## config.mk

```make
export PLATFORM = sky130hd
export DESIGN_NAME = eeprom_ctrl_top
export DESIGN_NICKNAME = d
export VERILOG_FILES = /design/src/hw/wb_bus_pkg.sv /design/src/hw/eeprom_pkg.sv /design/src/hw/eeprom_chan_if.sv /design/src/hw/wb_eeprom_regs.sv /design/src/hw/i2c_eeprom_master.sv /design/src/hw/eeprom_status.sv /design/src/hw/eeprom_ctrl_top.sv
export SDC_FILE = /design/constraint.sdc
export NUM_CORES = 1
export LEC_CHECK = 0
export BUFFER_PORTS_ARGS = -buffer_cell sky130_fd_sc_hd__buf_2
export CELL_PAD_IN_SITES_DETAIL_PLACEMENT = 0
export CELL_PAD_IN_SITES_GLOBAL_PLACEMENT = 1
export CORE_ASPECT_RATIO = 0.6
export CORE_UTILIZATION = 35
export CTS_BUF_LIST = sky130_fd_sc_hd__clkbuf_2 sky130_fd_sc_hd__clkbuf_4 sky130_fd_sc_hd__clkbuf_8
export DETAILED_ROUTE_END_ITERATION = 12
export PLACE_DENSITY = 0.59
export SLEW_MARGIN = 30
export SYNTH_ARGS = -nofsm -noshare
export SYNTH_HDL_FRONTEND = slang
export SYNTH_HIERARCHICAL = 1
export SYNTH_SLANG_ARGS = --single-unit
```

## constraint.sdc

```tcl
create_clock -name CLK -period 2.5 [get_ports CLK]
set_clock_uncertainty 0.1 [all_clocks]
set_input_delay 0.5 -clock CLK [delete_from_list [all_inputs] [get_ports CLK]]
set_output_delay 0.5 -clock CLK [all_outputs]
set_load 0.01 [all_outputs]
```

## src/hw/wb_bus_pkg.sv

```systemverilog
`default_nettype none

package wb_bus_pkg;

    localparam int WB_ADDR_W = 4;   // word address
    localparam int WB_DATA_W = 32;

    // register map, word addresses
    localparam logic [WB_ADDR_W-1:0] REG_CMD        = 4'd0;  // write only
    localparam logic [WB_ADDR_W-1:0] REG_STATUS     = 4'd1;  // read only
    localparam logic [WB_ADDR_W-1:0] REG_RDATA_BASE = 4'd2;  // channel n at base+n

endpackage

`default_nettype wire

```

## src/hw/eeprom_pkg.sv

```systemverilog
`default_nettype none

package eeprom_pkg;

    // 24C16: 2 Kbyte, top three address bits ride in the control byte
    localparam int EE_ADDR_W = 11;
    localparam logic [3:0] EE_DEV_CODE = 4'b1010;

    // packing matches the low bits of the command word
    typedef struct packed {
        logic                 read;   // bit 19
        logic [EE_ADDR_W-1:0] addr;   // bits 18..8
        logic [7:0]           wdata;  // bits 7..0
    } cmd_t;

    // channel number starts right above the command
    localparam int CMD_W = $bits(cmd_t);

endpackage

`default_nettype wire

```

## src/hw/eeprom_chan_if.sv

```systemverilog
`timescale 1ns/1ps
`default_nettype none

interface eeprom_chan_if;
    import eeprom_pkg::*;

    logic       req_valid;
    logic       req_ready;
    cmd_t       req_cmd;
    logic       done;   // one cycle, end of stop
    logic       nack;
    logic [7:0] rdata;

    modport regs (output req_valid, output req_cmd, input req_ready);

    modport master (input req_valid, input req_cmd,
                    output req_ready, output done, output nack, output rdata);

    modport status (input req_valid, input req_ready, input done, input nack, input rdata);

endinterface

`default_nettype wire

```

## src/hw/wb_eeprom_regs.sv

```systemverilog
`timescale 1ns/1ps
`default_nettype none

module wb_eeprom_regs #(
    parameter int NUM_CHANNELS = 2,
    localparam int SEL_W = (NUM_CHANNELS > 1) ? $clog2(NUM_CHANNELS) : 1
) (
    input  logic                             CLK,
    input  logic                             RESET,
    input  logic                             wb_cyc,
    input  logic                             wb_stb,
    input  logic                             wb_we,
    input  logic [wb_bus_pkg::WB_ADDR_W-1:0] wb_adr,
    input  logic [wb_bus_pkg::WB_DATA_W-1:0] wb_dat_w,
    output logic [wb_bus_pkg::WB_DATA_W-1:0] wb_dat_r,
    output logic                             wb_ack,
    input  logic [wb_bus_pkg::WB_DATA_W-1:0] status_word,
    input  logic [wb_bus_pkg::WB_DATA_W-1:0] rdata_word,
    output logic [SEL_W-1:0]                 rdata_sel,
    eeprom_chan_if.regs                      chan [0:NUM_CHANNELS-1]
);
    import wb_bus_pkg::*;
    import eeprom_pkg::*;

    localparam int CHAN_W = WB_DATA_W - CMD_W;

    logic                    pend_valid;
    logic [SEL_W-1:0]        pend_ch;
    cmd_t                    pend_cmd;
    logic [NUM_CHANNELS-1:0] ready_vec;
    logic                    req_new;
    logic                    xfer;
    logic [CHAN_W-1:0]       cmd_ch;
    logic [WB_ADDR_W-1:0]    rd_idx;
    logic                    rd_valid;

    // new bus cycle, not yet answered and nothing in flight
    assign req_new  = wb_cyc && wb_stb && !wb_ack && !pend_valid;
    assign cmd_ch   = wb_dat_w[WB_DATA_W-1:CMD_W];
    assign xfer     = pend_valid && ready_vec[pend_ch];
    assign rd_idx   = wb_adr - REG_RDATA_BASE;
    assign rd_valid = (wb_adr >= REG_RDATA_BASE) && (rd_idx < NUM_CHANNELS);
    assign rdata_sel = rd_idx[SEL_W-1:0];

    for (genvar i = 0; i < NUM_CHANNELS; i++)
    begin : g_chan
        assign chan[i].req_valid = pend_valid && (pend_ch == SEL_W'(i));
        assign chan[i].req_cmd   = pend_cmd;
        assign ready_vec[i]      = chan[i].req_ready;
    end

    always_ff @(posedge CLK)
    begin
        if (RESET)
        begin
            wb_ack     <= 1'b0;
            pend_valid <= 1'b0;
        end
        else
        begin
            wb_ack <= 1'b0;
            if (xfer)
            begin
                pend_valid <= 1'b0;
                wb_ack     <= 1'b1;   // ack follows the handoff
            end
            else if (req_new)
            begin
                if (wb_we && wb_adr == REG_CMD && cmd_ch < NUM_CHANNELS)
                    pend_valid <= 1'b1;
                else
                    wb_ack <= 1'b1;   // reads, other writes, unknown channel
            end
        end
    end

    always_ff @(posedge CLK)
    begin
        if (req_new && wb_we && wb_adr == REG_CMD)
        begin
            pend_ch  <= cmd_ch[SEL_W-1:0];
            pend_cmd <= cmd_t'(wb_dat_w[CMD_W-1:0]);
        end
        if (req_new && !wb_we)
        begin
            if (wb_adr == REG_STATUS)
                wb_dat_r <= status_word;
            else if (rd_valid)
                wb_dat_r <= rdata_word;
            else
                wb_dat_r <= '0;
        end
    end

    // host must hold the strobe until it sees ack
    ack_in_cycle: assert property (@(posedge CLK) disable iff (RESET)
        wb_ack |-> (wb_cyc && wb_stb));

    ack_single: assert property (@(posedge CLK) disable iff (RESET)
        wb_ack |=> !wb_ack);

    req_held: assert property (@(posedge CLK) disable iff (RESET)
        (pend_valid && !xfer) |=> (pend_valid && $stable(pend_ch) && $stable(pend_cmd)));

endmodule

`default_nettype wire

```

## src/hw/i2c_eeprom_master.sv

```systemverilog
`timescale 1ns/1ps
`default_nettype none

module i2c_eeprom_master #(
    parameter int CLK_DIV = 4
) (
    input  logic          CLK,
    input  logic          RESET,
    output logic          scl,
    output logic          sda_oe,
    input  logic          sda_in,
    eeprom_chan_if.master chan
);
    import eeprom_pkg::*;

    localparam int DIV_W = $clog2(CLK_DIV + 1);

    localparam logic [3:0] PH_IDLE    = 4'd0;
    localparam logic [3:0] PH_START   = 4'd1;
    localparam logic [3:0] PH_CTRL_WR = 4'd2;
    localparam logic [3:0] PH_ADDR    = 4'd3;
    localparam logic [3:0] PH_DATA_WR = 4'd4;
    localparam logic [3:0] PH_RSTART  = 4'd5;
    localparam logic [3:0] PH_CTRL_RD = 4'd6;
    localparam logic [3:0] PH_DATA_RD = 4'd7;
    localparam logic [3:0] PH_ACK     = 4'd8;
    localparam logic [3:0] PH_STOP    = 4'd9;

    logic [3:0]       phase;
    logic [3:0]       ph_next;
    logic [3:0]       after_ack;   // where to go once the ack bit is done
    logic [DIV_W-1:0] div_cnt;
    logic             tick;
    logic [1:0]       q;           // quarter of the scl period
    logic [2:0]       bit_cnt;
    logic [7:0]       sreg;
    logic [7:0]       rdata_q;
    cmd_t             cmd_q;
    logic             nack_q;
    logic             byte_ph;
    logic             master_ack;

    assign tick = (div_cnt == DIV_W'(CLK_DIV - 1));
    assign byte_ph = (phase == PH_CTRL_WR) || (phase == PH_ADDR) || (phase == PH_DATA_WR) ||
                     (phase == PH_CTRL_RD) || (phase == PH_DATA_RD);
    // the ack slot after the read byte is ours (not-acknowledge)
    assign master_ack = cmd_q.read && (after_ack == PH_STOP);

    assign chan.req_ready = (phase == PH_IDLE);
    assign chan.done      = (phase == PH_STOP) && tick && (q == 2'd3);
    assign chan.nack      = nack_q;
    assign chan.rdata     = rdata_q;

    function automatic logic [7:0] byte_for(input logic [3:0] ph);
        case (ph)
            PH_CTRL_WR: return {EE_DEV_CODE, cmd_q.addr[EE_ADDR_W-1:8], 1'b0};
            PH_ADDR:    return cmd_q.addr[7:0];
            PH_DATA_WR: return cmd_q.wdata;
            PH_CTRL_RD: return {EE_DEV_CODE, cmd_q.addr[EE_ADDR_W-1:8], 1'b1};
            default:    return 8'hff;   // all ones keeps sda released
        endcase
    endfunction

    always_comb
    begin
        ph_next = phase;
        case (phase)
            PH_START:  ph_next = PH_CTRL_WR;
            PH_RSTART: ph_next = PH_CTRL_RD;
            PH_ACK:    ph_next = nack_q ? PH_STOP : after_ack;
            PH_STOP:   ph_next = PH_IDLE;
            default:
            begin
                if (byte_ph && bit_cnt == 3'd7)
                    ph_next = PH_ACK;
            end
        endcase
    end

    // q0 scl falls, q1 sda moves, q2 scl rises and samples, q3 start/stop edge
    always_ff @(posedge CLK)
    begin
        if (RESET)
        begin
            phase     <= PH_IDLE;
            after_ack <= PH_STOP;
            div_cnt   <= '0;
            q         <= 2'd0;
            bit_cnt   <= 3'd0;
            scl       <= 1'b1;
            sda_oe    <= 1'b0;
            nack_q    <= 1'b0;
        end
        else if (phase == PH_IDLE)
        begin
            div_cnt <= '0;
            q       <= 2'd0;
            bit_cnt <= 3'd0;
            if (chan.req_valid)
            begin
                phase  <= PH_START;
                nack_q <= 1'b0;
            end
        end
        else
        begin
            div_cnt <= tick ? '0 : div_cnt + 1'b1;
            if (tick)
            begin
                q <= q + 2'd1;
                case (q)
                    2'd0: scl <= 1'b0;
                    2'd1:
                    begin
                        case (phase)
                            PH_START, PH_RSTART, PH_ACK: sda_oe <= 1'b0;
                            PH_STOP: sda_oe <= 1'b1;
                            default: sda_oe <= ~sreg[7];
                        endcase
                    end
                    2'd2:
                    begin
                        scl <= 1'b1;
                        if (phase == PH_ACK && !master_ack && sda_in)
                            nack_q <= 1'b1;   // slave left sda high
                    end
                    default:
                    begin
                        phase <= ph_next;
                        if (phase == PH_START || phase == PH_RSTART)
                            sda_oe <= 1'b1;
                        if (phase == PH_STOP)
                            sda_oe <= 1'b0;
                        if (byte_ph)
                            bit_cnt <= bit_cnt + 3'd1;   // wraps after bit 0
                        if (byte_ph && bit_cnt == 3'd7)
                        begin
                            case (phase)
                                PH_CTRL_WR: after_ack <= PH_ADDR;
                                PH_ADDR:    after_ack <= cmd_q.read ? PH_RSTART : PH_DATA_WR;
                                PH_CTRL_RD: after_ack <= PH_DATA_RD;
                                default:    after_ack <= PH_STOP;
                            endcase
                        end
                    end
                endcase
            end
        end
    end

    always_ff @(posedge CLK)
    begin
        if (chan.req_valid && chan.req_ready)
            cmd_q <= chan.req_cmd;
        if (tick && q == 2'd2 && byte_ph)
            sreg <= {sreg[6:0], sda_in};   // shifts out and in at once
        if (tick && q == 2'd3)
        begin
            if (phase == PH_START || phase == PH_RSTART || phase == PH_ACK)
                sreg <= byte_for(ph_next);
            // held across writes, so status always sees the last byte read
            if (phase == PH_DATA_RD && bit_cnt == 3'd7)
                rdata_q <= sreg;
        end
    end

    sda_quiet_scl_high: assert property (@(posedge CLK) disable iff (RESET)
        (scl && $past(scl) && $changed(sda_oe)) |->
        ($past(phase) == PH_START || $past(phase) == PH_RSTART || $past(phase) == PH_STOP));

endmodule

`default_nettype wire

```

## src/hw/eeprom_status.sv

```systemverilog
`timescale 1ns/1ps
`default_nettype none

module eeprom_status #(
    parameter int NUM_CHANNELS = 2,
    localparam int SEL_W = (NUM_CHANNELS > 1) ? $clog2(NUM_CHANNELS) : 1
) (
    input  logic                             CLK,
    input  logic                             RESET,
    eeprom_chan_if.status                    chan [0:NUM_CHANNELS-1],
    input  logic [SEL_W-1:0]                 rdata_sel,
    output logic [wb_bus_pkg::WB_DATA_W-1:0] status_word,
    output logic [wb_bus_pkg::WB_DATA_W-1:0] rdata_word
);
    import wb_bus_pkg::*;

    logic [NUM_CHANNELS-1:0] take;
    logic [NUM_CHANNELS-1:0] fin;
    logic [NUM_CHANNELS-1:0] fin_nack;
    logic [NUM_CHANNELS-1:0] busy;
    logic [NUM_CHANNELS-1:0] nack_f;
    logic [7:0]              rd_in [NUM_CHANNELS];
    logic [7:0]              rd_byte [NUM_CHANNELS];

    for (genvar i = 0; i < NUM_CHANNELS; i++)
    begin : g_chan
        assign take[i]     = chan[i].req_valid && chan[i].req_ready;
        assign fin[i]      = chan[i].done;
        assign fin_nack[i] = chan[i].nack;
        assign rd_in[i]    = chan[i].rdata;
    end

    always_ff @(posedge CLK)
    begin
        if (RESET)
        begin
            busy   <= '0;
            nack_f <= '0;
        end
        else
        begin
            for (int i = 0; i < NUM_CHANNELS; i++)
            begin
                if (take[i])
                begin
                    busy[i]   <= 1'b1;
                    nack_f[i] <= 1'b0;   // sticky until the next command
                end
                else if (fin[i])
                begin
                    busy[i] <= 1'b0;
                    if (fin_nack[i])
                        nack_f[i] <= 1'b1;
                end
            end
        end
    end

    always_ff @(posedge CLK)
    begin
        for (int i = 0; i < NUM_CHANNELS; i++)
        begin
            if (fin[i])
                rd_byte[i] <= rd_in[i];
        end
    end

    assign status_word = {{(WB_DATA_W-16){1'b0}}, 8'(nack_f), 8'(busy)};
    assign rdata_word  = {{(WB_DATA_W-8){1'b0}}, rd_byte[rdata_sel]};

endmodule

`default_nettype wire

```

## src/hw/eeprom_ctrl_top.sv

```systemverilog
`timescale 1ns/1ps
`default_nettype none

module eeprom_ctrl_top #(
    parameter int NUM_CHANNELS = 2,
    parameter int CLK_DIV = 4,   // clk cycles per quarter scl
    localparam int SEL_W = (NUM_CHANNELS > 1) ? $clog2(NUM_CHANNELS) : 1
) (
    input  logic                             CLK,
    input  logic                             RESET,
    input  logic                             wb_cyc,
    input  logic                             wb_stb,
    input  logic                             wb_we,
    input  logic [wb_bus_pkg::WB_ADDR_W-1:0] wb_adr,
    input  logic [wb_bus_pkg::WB_DATA_W-1:0] wb_dat_w,
    output logic [wb_bus_pkg::WB_DATA_W-1:0] wb_dat_r,
    output logic                             wb_ack,
    output logic [NUM_CHANNELS-1:0]          scl,
    output logic [NUM_CHANNELS-1:0]          sda_oe,
    input  logic [NUM_CHANNELS-1:0]          sda_in
);
    import wb_bus_pkg::*;

    logic [WB_DATA_W-1:0] status_word;
    logic [WB_DATA_W-1:0] rdata_word;
    logic [SEL_W-1:0]     rdata_sel;

    eeprom_chan_if chan_if [0:NUM_CHANNELS-1] ();

    wb_eeprom_regs #(.NUM_CHANNELS(NUM_CHANNELS)) i_regs (
        .CLK         (CLK),
        .RESET       (RESET),
        .wb_cyc      (wb_cyc),
        .wb_stb      (wb_stb),
        .wb_we       (wb_we),
        .wb_adr      (wb_adr),
        .wb_dat_w    (wb_dat_w),
        .wb_dat_r    (wb_dat_r),
        .wb_ack      (wb_ack),
        .status_word (status_word),
        .rdata_word  (rdata_word),
        .rdata_sel   (rdata_sel),
        .chan        (chan_if)
    );

    for (genvar g = 0; g < NUM_CHANNELS; g++)
    begin : g_master
        i2c_eeprom_master #(.CLK_DIV(CLK_DIV)) i_master (
            .CLK    (CLK),
            .RESET  (RESET),
            .scl    (scl[g]),
            .sda_oe (sda_oe[g]),
            .sda_in (sda_in[g]),
            .chan   (chan_if[g])
        );
    end

    eeprom_status #(.NUM_CHANNELS(NUM_CHANNELS)) i_status (
        .CLK         (CLK),
        .RESET       (RESET),
        .chan        (chan_if),
        .rdata_sel   (rdata_sel),
        .status_word (status_word),
        .rdata_word  (rdata_word)
    );

endmodule

`default_nettype wire

```

==> After elaboration in Yosys (flattened, before gate mapping) <==
Memory sizes are Yosys's and may differ from the RTL's.
Cells that the tools add are included.
{ "word_totals": {"reg_bits": 169, "latchBits": 0, "ram_bits": 16, "mem_bits_ro": 0, "input_bits": 43, "output_inout_bits": 37, "wordCells": 264, "n_memories": 1} }
{ "memory_table": {"columns": ["memory", "depth", "word_bits", "rd", "rd_ports_with_merged_regs", "wr", "line_no", "rtl"], "rows": [
  ["i_status.rd_byte", 2, 8, 1, 0, 2, "eeprom_status.sv:23", "logic [7:0] rd_byte [NUM_CHANNELS];"]
]} }
{ "classes": {"add_sub_neg": 7, "mul": 0, "div": 0, "n_lt_le_gt_ge": 4, "eq_ne": 43, "shift": 0, "mux": 61, "bitwise": 10, "reduce_logical": 99} }
{ "ops": {"columns": ["op", "count"], "rows": [
  ["one-hot mux 8 bit (4 select lines)", 2],
  ["two-way mux 8 bit", 7],
  ["== test 4 x 3 -> 1 bit (second input constant)", 12],
  ["two-way mux 4 bit", 12],
  ["logical AND 1 bit", 34],
  ["== test 4 x 2 -> 1 bit (second input constant)", 8],
  ["one-hot mux 4 bit (4 select lines)", 2],
  ["two-way mux 1 bit", 29],
  ["== test 4 bit (second input constant)", 6],
  ["one-hot mux 4 bit (3 select lines)", 2],
  ["AND reduction 4 bit", 6],
  ["nonzero test 2 bit", 10],
  ["AND reduction 3 bit", 6],
  ["OR reduction 3 bit", 6],
  ["OR reduction 2 bit", 8],
  ["adder 3 x 1 -> 3 bit (second input constant)", 4],
  ["== test 4 x 1 -> 1 bit (second input constant)", 3],
  ["logical NOT 4 bit", 3],
  ["logical OR 1 bit", 12],
  ["less-than comparator 12 x 2 -> 1 bit (second input constant)", 1],
  ["one-hot mux 1 bit (2 select lines)", 6],
  ["two-way mux 10 bit", 1],
  ["NOT 1 bit", 10],
  ["AND reduction 2 bit", 5],
  ["other kinds (13)", 29]
]} }

==> Logic depth before layout (Yosys ltp) <==
Gate-level depths: netlist (run 1).
{ "logic_depth": {"ltp_word": 12, "ltp_mapped": 9, "ltp_nobuf": 8} }

==> By module <==
The synthesis (run 1) kept the hierarchy.
{ "by_module_without_submodules": {"columns": ["module", "n_inst", "cells_each", "area_per_inst_um2", "seq_area_each_um2"], "rows": [
  ["i2c_eeprom_master", 2, 218, 2494.9, 1381.3],
  ["wb_eeprom_regs", 1, 140, 2302.2, 1631.6],
  ["eeprom_status", 1, 92, 1141.1, 560.5]
]} }

==> Worst setup path after synthesis (run 1) <==
Ideal clock, no wire load.
{ "synth_path": {"path_type": "input port to flip-flop", "from": "input port wb_stb", "to": "register i_regs/wb_dat_r[0] (netlist name) (enable)", "setup_ps": 421, "arrival_time_ps": 2047, "required_ps": 1979, "setup_slack_ps": -69, "stages": 2, "n_path_buf": 0, "cell_sequence": "nand4bb_1 -> nor2_1"} }
{ "synth_between": {"elab_chain_cells": 4} }
{ "synth_rtl": {"columns": ["item", "line_no", "rtl"], "rows": [
  ["from (decl)", "eeprom_ctrl_top.sv:12", "input logic wb_stb,"],
  ["logical AND 1 bit (3 in a row)", "wb_eeprom_regs.sv:38", "assign req_new = wb_cyc && wb_stb && !wb_ack && !pend_valid;"],
  ["logical AND 1 bit", "wb_eeprom_regs.sv:84", "if (req_new && !wb_we)"],
  ["to (signal assigned)", "wb_eeprom_regs.sv:87", "wb_dat_r <= status_word;"],
  ["to (signal assigned)", "wb_eeprom_regs.sv:89", "wb_dat_r <= rdata_word;"],
  ["to (decl)", "wb_eeprom_regs.sv:15", "output logic [wb_bus_pkg::WB_DATA_W-1:0] wb_dat_r,"]
]} }
Every way passes these cells.
A chain may end at the register's enable or synchronous reset.

==> Worst setup path after layout (run 1) <==
{ "layout_path": {"from": "register g_master[0].i_master.bit_cnt[0]", "to": "register g_master[0].i_master.sreg[7]"} }
{ "layout_between": {"elab_chain_cells": 8, "word_cells_on_any_way": 11, "cone_classes": "eq/ne (5); mux (5); reduce/logical (1)"} }
{ "layout_rtl": {"columns": ["item", "line_no", "rtl"], "rows": [
  ["from (decl)", "i2c_eeprom_master.sv:35", "logic [2:0] bit_cnt;"],
  ["from (signal assigned)", "i2c_eeprom_master.sv:135", "bit_cnt <= bit_cnt + 3'd1;"],
  ["== test 3 bit *", "i2c_eeprom_master.sv:74", "if (byte_ph && bit_cnt == 3'd7)"],
  ["logical AND 1 bit *", "i2c_eeprom_master.sv:74", null],
  ["two-way mux 4 bit *", "i2c_eeprom_master.sv:74", null],
  ["one-hot mux 4 bit (4 select lines) *", "i2c_eeprom_master.sv:67", "case (phase)"],
  ["== test 4 x 3 -> 1 bit / == test 4 x 2 -> 1 bit (equally long branches)", "i2c_eeprom_master.sv:55", "case (ph)"],
  ["one-hot mux 8 bit (4 select lines) *", "i2c_eeprom_master.sv:55", null],
  ["two-way mux 8 bit *", "i2c_eeprom_master.sv:159", "if (phase == PH_START || phase == PH_RSTART || phase == PH_ACK)"],
  ["two-way mux 8 bit *", "i2c_eeprom_master.sv:157", "if (tick && q == 2'd3)"],
  ["to (signal assigned)", "i2c_eeprom_master.sv:156", "sreg <= {sreg[6:0], sda_in};"],
  ["to (signal assigned)", "i2c_eeprom_master.sv:160", "sreg <= byte_for(ph_next);"],
  ["to (decl)", "i2c_eeprom_master.sv:36", "logic [7:0] sreg;"]
]} }
Every way passes the cells marked *; elsewhere a longest branch is shown, timed or not.

==> results of run 1 <==
final timing paths:
check,cells after the start,start,slack (ns),to
worst max-delay path,7,g_master[0].i_master/bit_cnt[0],0.15,g_master[0].i_master/sreg[7]
worst min-delay path,1,wb_dat_w[12],0.09,i_regs/chan[0].req_cmd[12]
worst max register to register,7,g_master[0].i_master/bit_cnt[0],0.15,g_master[0].i_master/sreg[7]
worst min register to register,0,g_master[1].i_master/chan.rdata[6],0.32,i_status/rd_byte[1][6]
worst register-to-register path: cells and delay by family (launching register included):
family	cells	cell delay, ns
flops	1	0.36
fa+ha+maj	2	0.41
compound gates	4	0.94
simple gates	1	0.41
logic make-up after synthesis:
logic type / share of synthesized area
flip-flops: 0.588
AND/OR/NAND/NOR: 0.107
AO/OA/AOI/OAI: 0.124
buffers and inverters: 0.0950
multiplexers: 0.0512
adder cells (fa/ha/maj): 0.0252
XOR/XNOR: 0.00935
other: 0.000445
area by class of cell:
type,instances,area share
clock buffers,17,0.0251
clock inverters,15,0.0196
inverters,15,0.00603
multi-input cells,419,0.308
flip-flops and latches,185,0.531
well taps,315,0.0422
repair buffers,110,0.0673
power by group:
group          total [W]  internal (W)  switching (W)
Combinational   0.000151     0.0000640      0.0000873
Clock            0.00210      0.000932        0.00117
Sequential       0.00327       0.00326     0.00000558
per-stage QoR:
step / hold slack, ns / utilization
floorplan: 0.300 / -
global placement: 0.303 / 0.381
detailed placement: 0.305 / 0.381
CTS: 0.0567 / 0.399
global route: 0.0459 / 0.400
finish: 0.0930 / 0.400
cell usage in the layout (no fill, tap or decap), drive strengths merged, types with 5 or more instances in the layout:
master	Yosys	layout
a211oi	9	9
mux2i	30	30
a21bo	6	6
dfxtp	60	60
nand3	10	10
o22ai	6	6
a32oi	14	14
a22oi	6	6
nor2b	11	11
nor4	9	9
clkinv	0	6
ha	17	17
conb	1	52
nor2	41	41
nor3	19	19
nor3b	5	5
inv	15	22
a22o	32	32
nand2b	12	12
o21ai	14	14
nand2	43	43
mux2	9	9
buf	94	110
clkbuf	6	17
a21oi	20	20
edfxtp	125	125
xnor2	9	9
or2	6	6
state kept, by name, indices dropped and copies added, names as in the netlist:
name / cells
i_status/busy: 2
g_master.i_master/chan.rdata: 16
i_regs/wb_ack: 1
g_master.i_master/after_ack: 8
i_status/nack_f: 2
g_master.i_master/cmd_q: 40
i_regs/pend_valid: 1
g_master.i_master/div_cnt: 6
i_regs/chan.req_cmd: 20
i_regs/wb_dat_r: 32
g_master.i_master/bit_cnt: 6
i_status/rd_byte: 16
g_master.i_master/sda_oe: 2
g_master.i_master/chan.nack: 2
g_master.i_master/q: 4
i_regs/pend_ch: 1
g_master.i_master/sreg: 16
g_master.i_master/phase: 8
g_master.i_master/scl: 2
metal layers:
layer,share of wire,wire length (um)
met2,0.40,7300
met1,0.54,9910
met3,0.053,972
met4,0.0094,172
met5,0,0
timing repair:
item	in CTS	in global routing
setup endpoints to repair	0	4
endpoints found under the hold margin	0	0
resized for setup	0	7
==> flow_summary.yaml, run 1 <==
setup_path:
  crit_fanout: 10
  required_ns: 2.74
  crit_type: "flop to flop"
  cpMaxStageDelayCell: "or3_1"
  critical_path.cell_chain: "ha_1 -> ha_1 -> o21ai_1 -> a32o_1 -> or3_1 -> o22ai_1 -> a22oi_1"
  critPathMaxStageDelay_ns: 0.41
  path_common_cell: "ha_1"
  cp-end-kind: "flop"
  cp.buffers_inverters: 0
  crit_family: "compound AO/OA/AOI/OAI gates"
  cp_data_arrival_time_ns: 2.59
  startpoint_type: "flop"
yosys:
  netlist_top_cells_area: "edfxtp_1 45%, dfxtp_1 14%, buf_4 6.9%"
  synthTopCellsByCount: "125 x edfxtp_1, 78 x buf_4, 60 x dfxtp_1"
  avgSynthCellArea_um2: 12.6
  ys_seq_elements: 185
  synth_most_common_cell: "edfxtp_1"
  async_reset_ff_frac: 0
  synth_edf_count: 125
  synth-seq-area-share: 0.588
  synth_top_cell_by_area: "edfxtp_1"
  synthesis.area_mm2: 0.00843
  synth_top_flop_cell: "edfxtp_1"
  synth_cell_type_count: 58
  synthDominantCellAreaShare: 0.445
  synth_warnings: 6
  synthCells: 668
pwr:
  p_total_w: 0.00551
  power.density_mw_per_mm2: 591
  leakage_nw: 3.37
  ir_drop_uv: 330
global_route:
  grtUsageMet3: 0.0393
  grt_util_met1: 0.238
  overflow: 0
  grt_max_degree: 33
  grt_use_total: 0.155
  grt_pass1_vias: 4919
  grt_busiest_layer: "met1"
  antenna_found_initial: 0
  met2_usage: 0.211
  grt_pass1_wl_um: 28400
placed_design:
  gp_congestion: 0.860
  dp_cells: 1044
  post-place-ws_ns: 0.0972
  port_buffers: 79
  dp_hpwl_um: 13800
  dpl_cell_area_mm2: 0.00891
floorplan:
  die_w_um: 202
  io_pins: 80
  start_util: 0.361
  rows: 43
  die_h_um: 122
  core_mm2: 0.0233
  design.die.area_mm2: 0.0247
sta:
  rsz0062_at_grt: "no"
  tightest_slew_ns: 0.908
  finalCritPeriodShare: 0.939
  relSlewSlack: 0.394
  setup_viol: 0
  finalHoldViolations: 0
  fin_crit_ns: 2.35
  drv_slew: 0
  max_freq_ghz: 0.426
  tns_ns: 0
  setup_ws_ns: 0.151
cells_and_area:
  stdcell_area_mm2: 0.00933
  n_antenna_cell: 0
  num-nets-final: 808
  register_area_mm2: 0.00496
  final_layout_size_suffix_gt1_frac: 0.246
  fill_cells: 2205
  fin_cells: 1076
  multi_input_area_mm2: 0.00288
  areaGrowthSynthToFinish_pct: 10.7
clocking:
  htree_levels: 4
  cts.path.max_buffers: 2
  insertion_delay_ns: 0.47
  cts_made_buffers: 17
  clk_pin_slew_ns: 0.10
  root_buffer: "clkbuf_8"
  tritoncts: "done"
  postCtsSetupBuffers: 0
  clkSinkCount: 185
  ctsHoldBuffers: 0
worst_hold_path:
  hold_class: "input port to flop"
routing:
  drt_drc_violations_left: 0
  drt_iter0_markers: 325
  viasPerCell: 4.84
  vias: 5208
  wl_per_cell_um: 17.1
  drt_wl_total_um: 18400
  firstDrtPassIters: 5
  antenna_left: 0
flow_run:
  max_cap_viol_count: 0
status:
  status: "finished, final reports clean"
(Power assumes the default switching activity.)
==> inputs of run 2 (changes only) <==
Settings changed: BUFFER_PORTS_ARGS -buffer_cell sky130_fd_sc_hd__buf_2 to not set, CAP_MARGIN set to 20, DONT_BUFFER_PORTS set to 1, PLACE_DENSITY 0.59 to 0.55.
==> flow_summary.yaml, run 2 (same netlist as run 1, synthesis figures left out) <==
routing:
  firstDrtPassIters: 5
  drt_iter0_markers: 369
  drt_wl_total_um: 17700
  viasPerCell: 4.86
  vias: 4946
  drt_drc_violations_left: 0
  wl_per_cell_um: 17.4
  antenna_left: 0
sta:
  finalCritPeriodShare: 0.947
  rsz0062_at_grt: "no"
  drv_slew: 0
  tns_ns: 0
  tightest_slew_ns: 0.801
  setup_viol: 0
  finalHoldViolations: 0
  max_freq_ghz: 0.422
  hold_slack_ns: 0.113
  fin_crit_ns: 2.37
  relSlewSlack: 0.466
clocking:
  cts_made_buffers: 17
  clk_pin_slew_ns: 0.11
  tritoncts: "done"
  insertion_delay_ns: 0.49
  cts.path.max_buffers: 2
  htree_levels: 4
  clkSinkCount: 185
  root_buffer: "clkbuf_8"
cells_and_area:
  final_layout_size_suffix_gt1_frac: 0.148
  fill_cells: 2221
  areaGrowthSynthToFinish_pct: 8.44
  num-nets-final: 750
  n_antenna_cell: 0
  final_common_cell: "edfxtp_1"
  largest_reg_flops: 40
  fin_util: 0.392
  mostFrequentLayoutCells: "125 x edfxtp_1, 60 x dfxtp_1, 52 x conb_1"
  regMostFlops: "g_master.i_master/cmd_q"
setup_path:
  cp-end-kind: "flop"
  cpMaxStageDelayCell: "or3_1"
  crit_type: "flop to flop"
  required_ns: 2.77
  cp_data_arrival_time_ns: 2.64
  crit_family: "compound AO/OA/AOI/OAI gates"
  critical_path.cell_chain: "ha_1 -> ha_2 -> nand2b_1 -> mux2i_1 -> o21ai_2 -> or3_1 -> o22ai_1 -> a22oi_1"
  cp.buffers_inverters: 0
  crit_fanout: 8
  startpoint_type: "flop"
  critPathMaxStageDelay_ns: 0.42
global_route:
  antenna_found_initial: 0
  grt_pass1_vias: 4851
  grt_max_degree: 27
  grt_use_total: 0.151
  overflow: 0
  grt_pass1_wl_um: 27600
floorplan:
  die_h_um: 122
  start_util: 0.361
  core_mm2: 0.0233
  rows: 43
  io_pins: 80
  design.die.area_mm2: 0.0247
  die_w_um: 202
status:
  status: "finished, final reports clean"
pwr:
  ir_drop_uv: 318
  power.density_mw_per_mm2: 598
  leakage_nw: 3.14
  p_total_w: 0.00547
worst_hold_path:
  hold_class: "input port to flop"
placed_design:
  gp_congestion: 0.844
  dp_hpwl_um: 12900
  port_buffers: 0
flow_run:
  max_cap_viol_count: 0
run 2: cell count changes in the layout (fill, tap and decap cells not counted), moves of 2 or more:
cell           previous run  this run
bufinv_16                 2         0
dlygate4sd3_1             0        22
dfxtp_1                  56        60
buf_4                    31        29
inv_12                    0         2
clkinv_8                  1         4
clkinv_4                  3         0
dfxtp_2                   4         0
clkinvlp_4                0         2
buf_2                    79         1
run 2: worst paths after layout:
| check | start | end | slack [ns] | cells after the start |
|---|---|---|---|---|
| worst max-delay path | g_master[0].i_master/bit_cnt[0] | g_master[0].i_master/sreg[7] | 0.13 | 8 |
| worst max register to register | g_master[0].i_master/bit_cnt[0] | g_master[0].i_master/sreg[7] | 0.13 | 8 |
| worst min register to register | g_master[1].i_master/chan.rdata[7] | i_status/rd_byte[1][7] | 0.31 | 0 |
| worst min-delay path | RESET | i_regs/pend_valid | 0.11 | 3 |
run 2: metrics by stage:
step	instance area [um2]	cells	worst slack, ns
floorplan	8630	719	0.303
global placement	8500	963	0.163
detailed placement	8500	963	0.139
CTS	9150	1018	0.112
global route	9150	1018	0.0201
finish	9150	1018	0.132
run 2: timing repair:
action,4_1_cts,5_1_grt
setup endpoints to repair,0,4
gates resized for setup,0,3
buffers inserted,0,0
hold endpoints to repair,47,0
hold buffers,23,0
run 2: final cells by class:
type / instances / area (um2) / share of cell area
flip-flops and latches: 185 / 4950 / 0.542
inverters: 15 / 56.3 / 0.00616
clock inverters: 15 / 184 / 0.0201
well taps: 315 / 394 / 0.0431
multi-input cells: 419 / 2880 / 0.315
repair buffers: 52 / 443 / 0.0484
clock buffers: 17 / 234 / 0.0256
run 2: per-layer routing:
| layer | global-route usage | wire (um) | up-vias |
|---|---|---|---|
| met5 | 0 | 0 | - |
| met3 | 0.0385 | 816 | 14 |
| li1 | - | - | 2403 |
| met4 | 0.0461 | 204 | 0 |
| met2 | 0.211 | 7360 | 106 |
| met1 | 0.227 | 9330 | 2423 |
run 2: where the power goes:
group          total, W  leakage [nW]  internal, W  switching [W]
Sequential      0.00328          1.67      0.00326      0.0000178
Clock           0.00208         0.202     0.000780        0.00130
Combinational  0.000111          1.27    0.0000540      0.0000571
Total           0.00547          3.14      0.00409        0.00137
run 2: tightest hold or removal path, delay by kind of cell:
kind	cells	cell delay (ns)
buffers and inverters	1	0.03
AOI/OAI and AO/OA	1	0.06
and+or+nand+nor	1	0.06
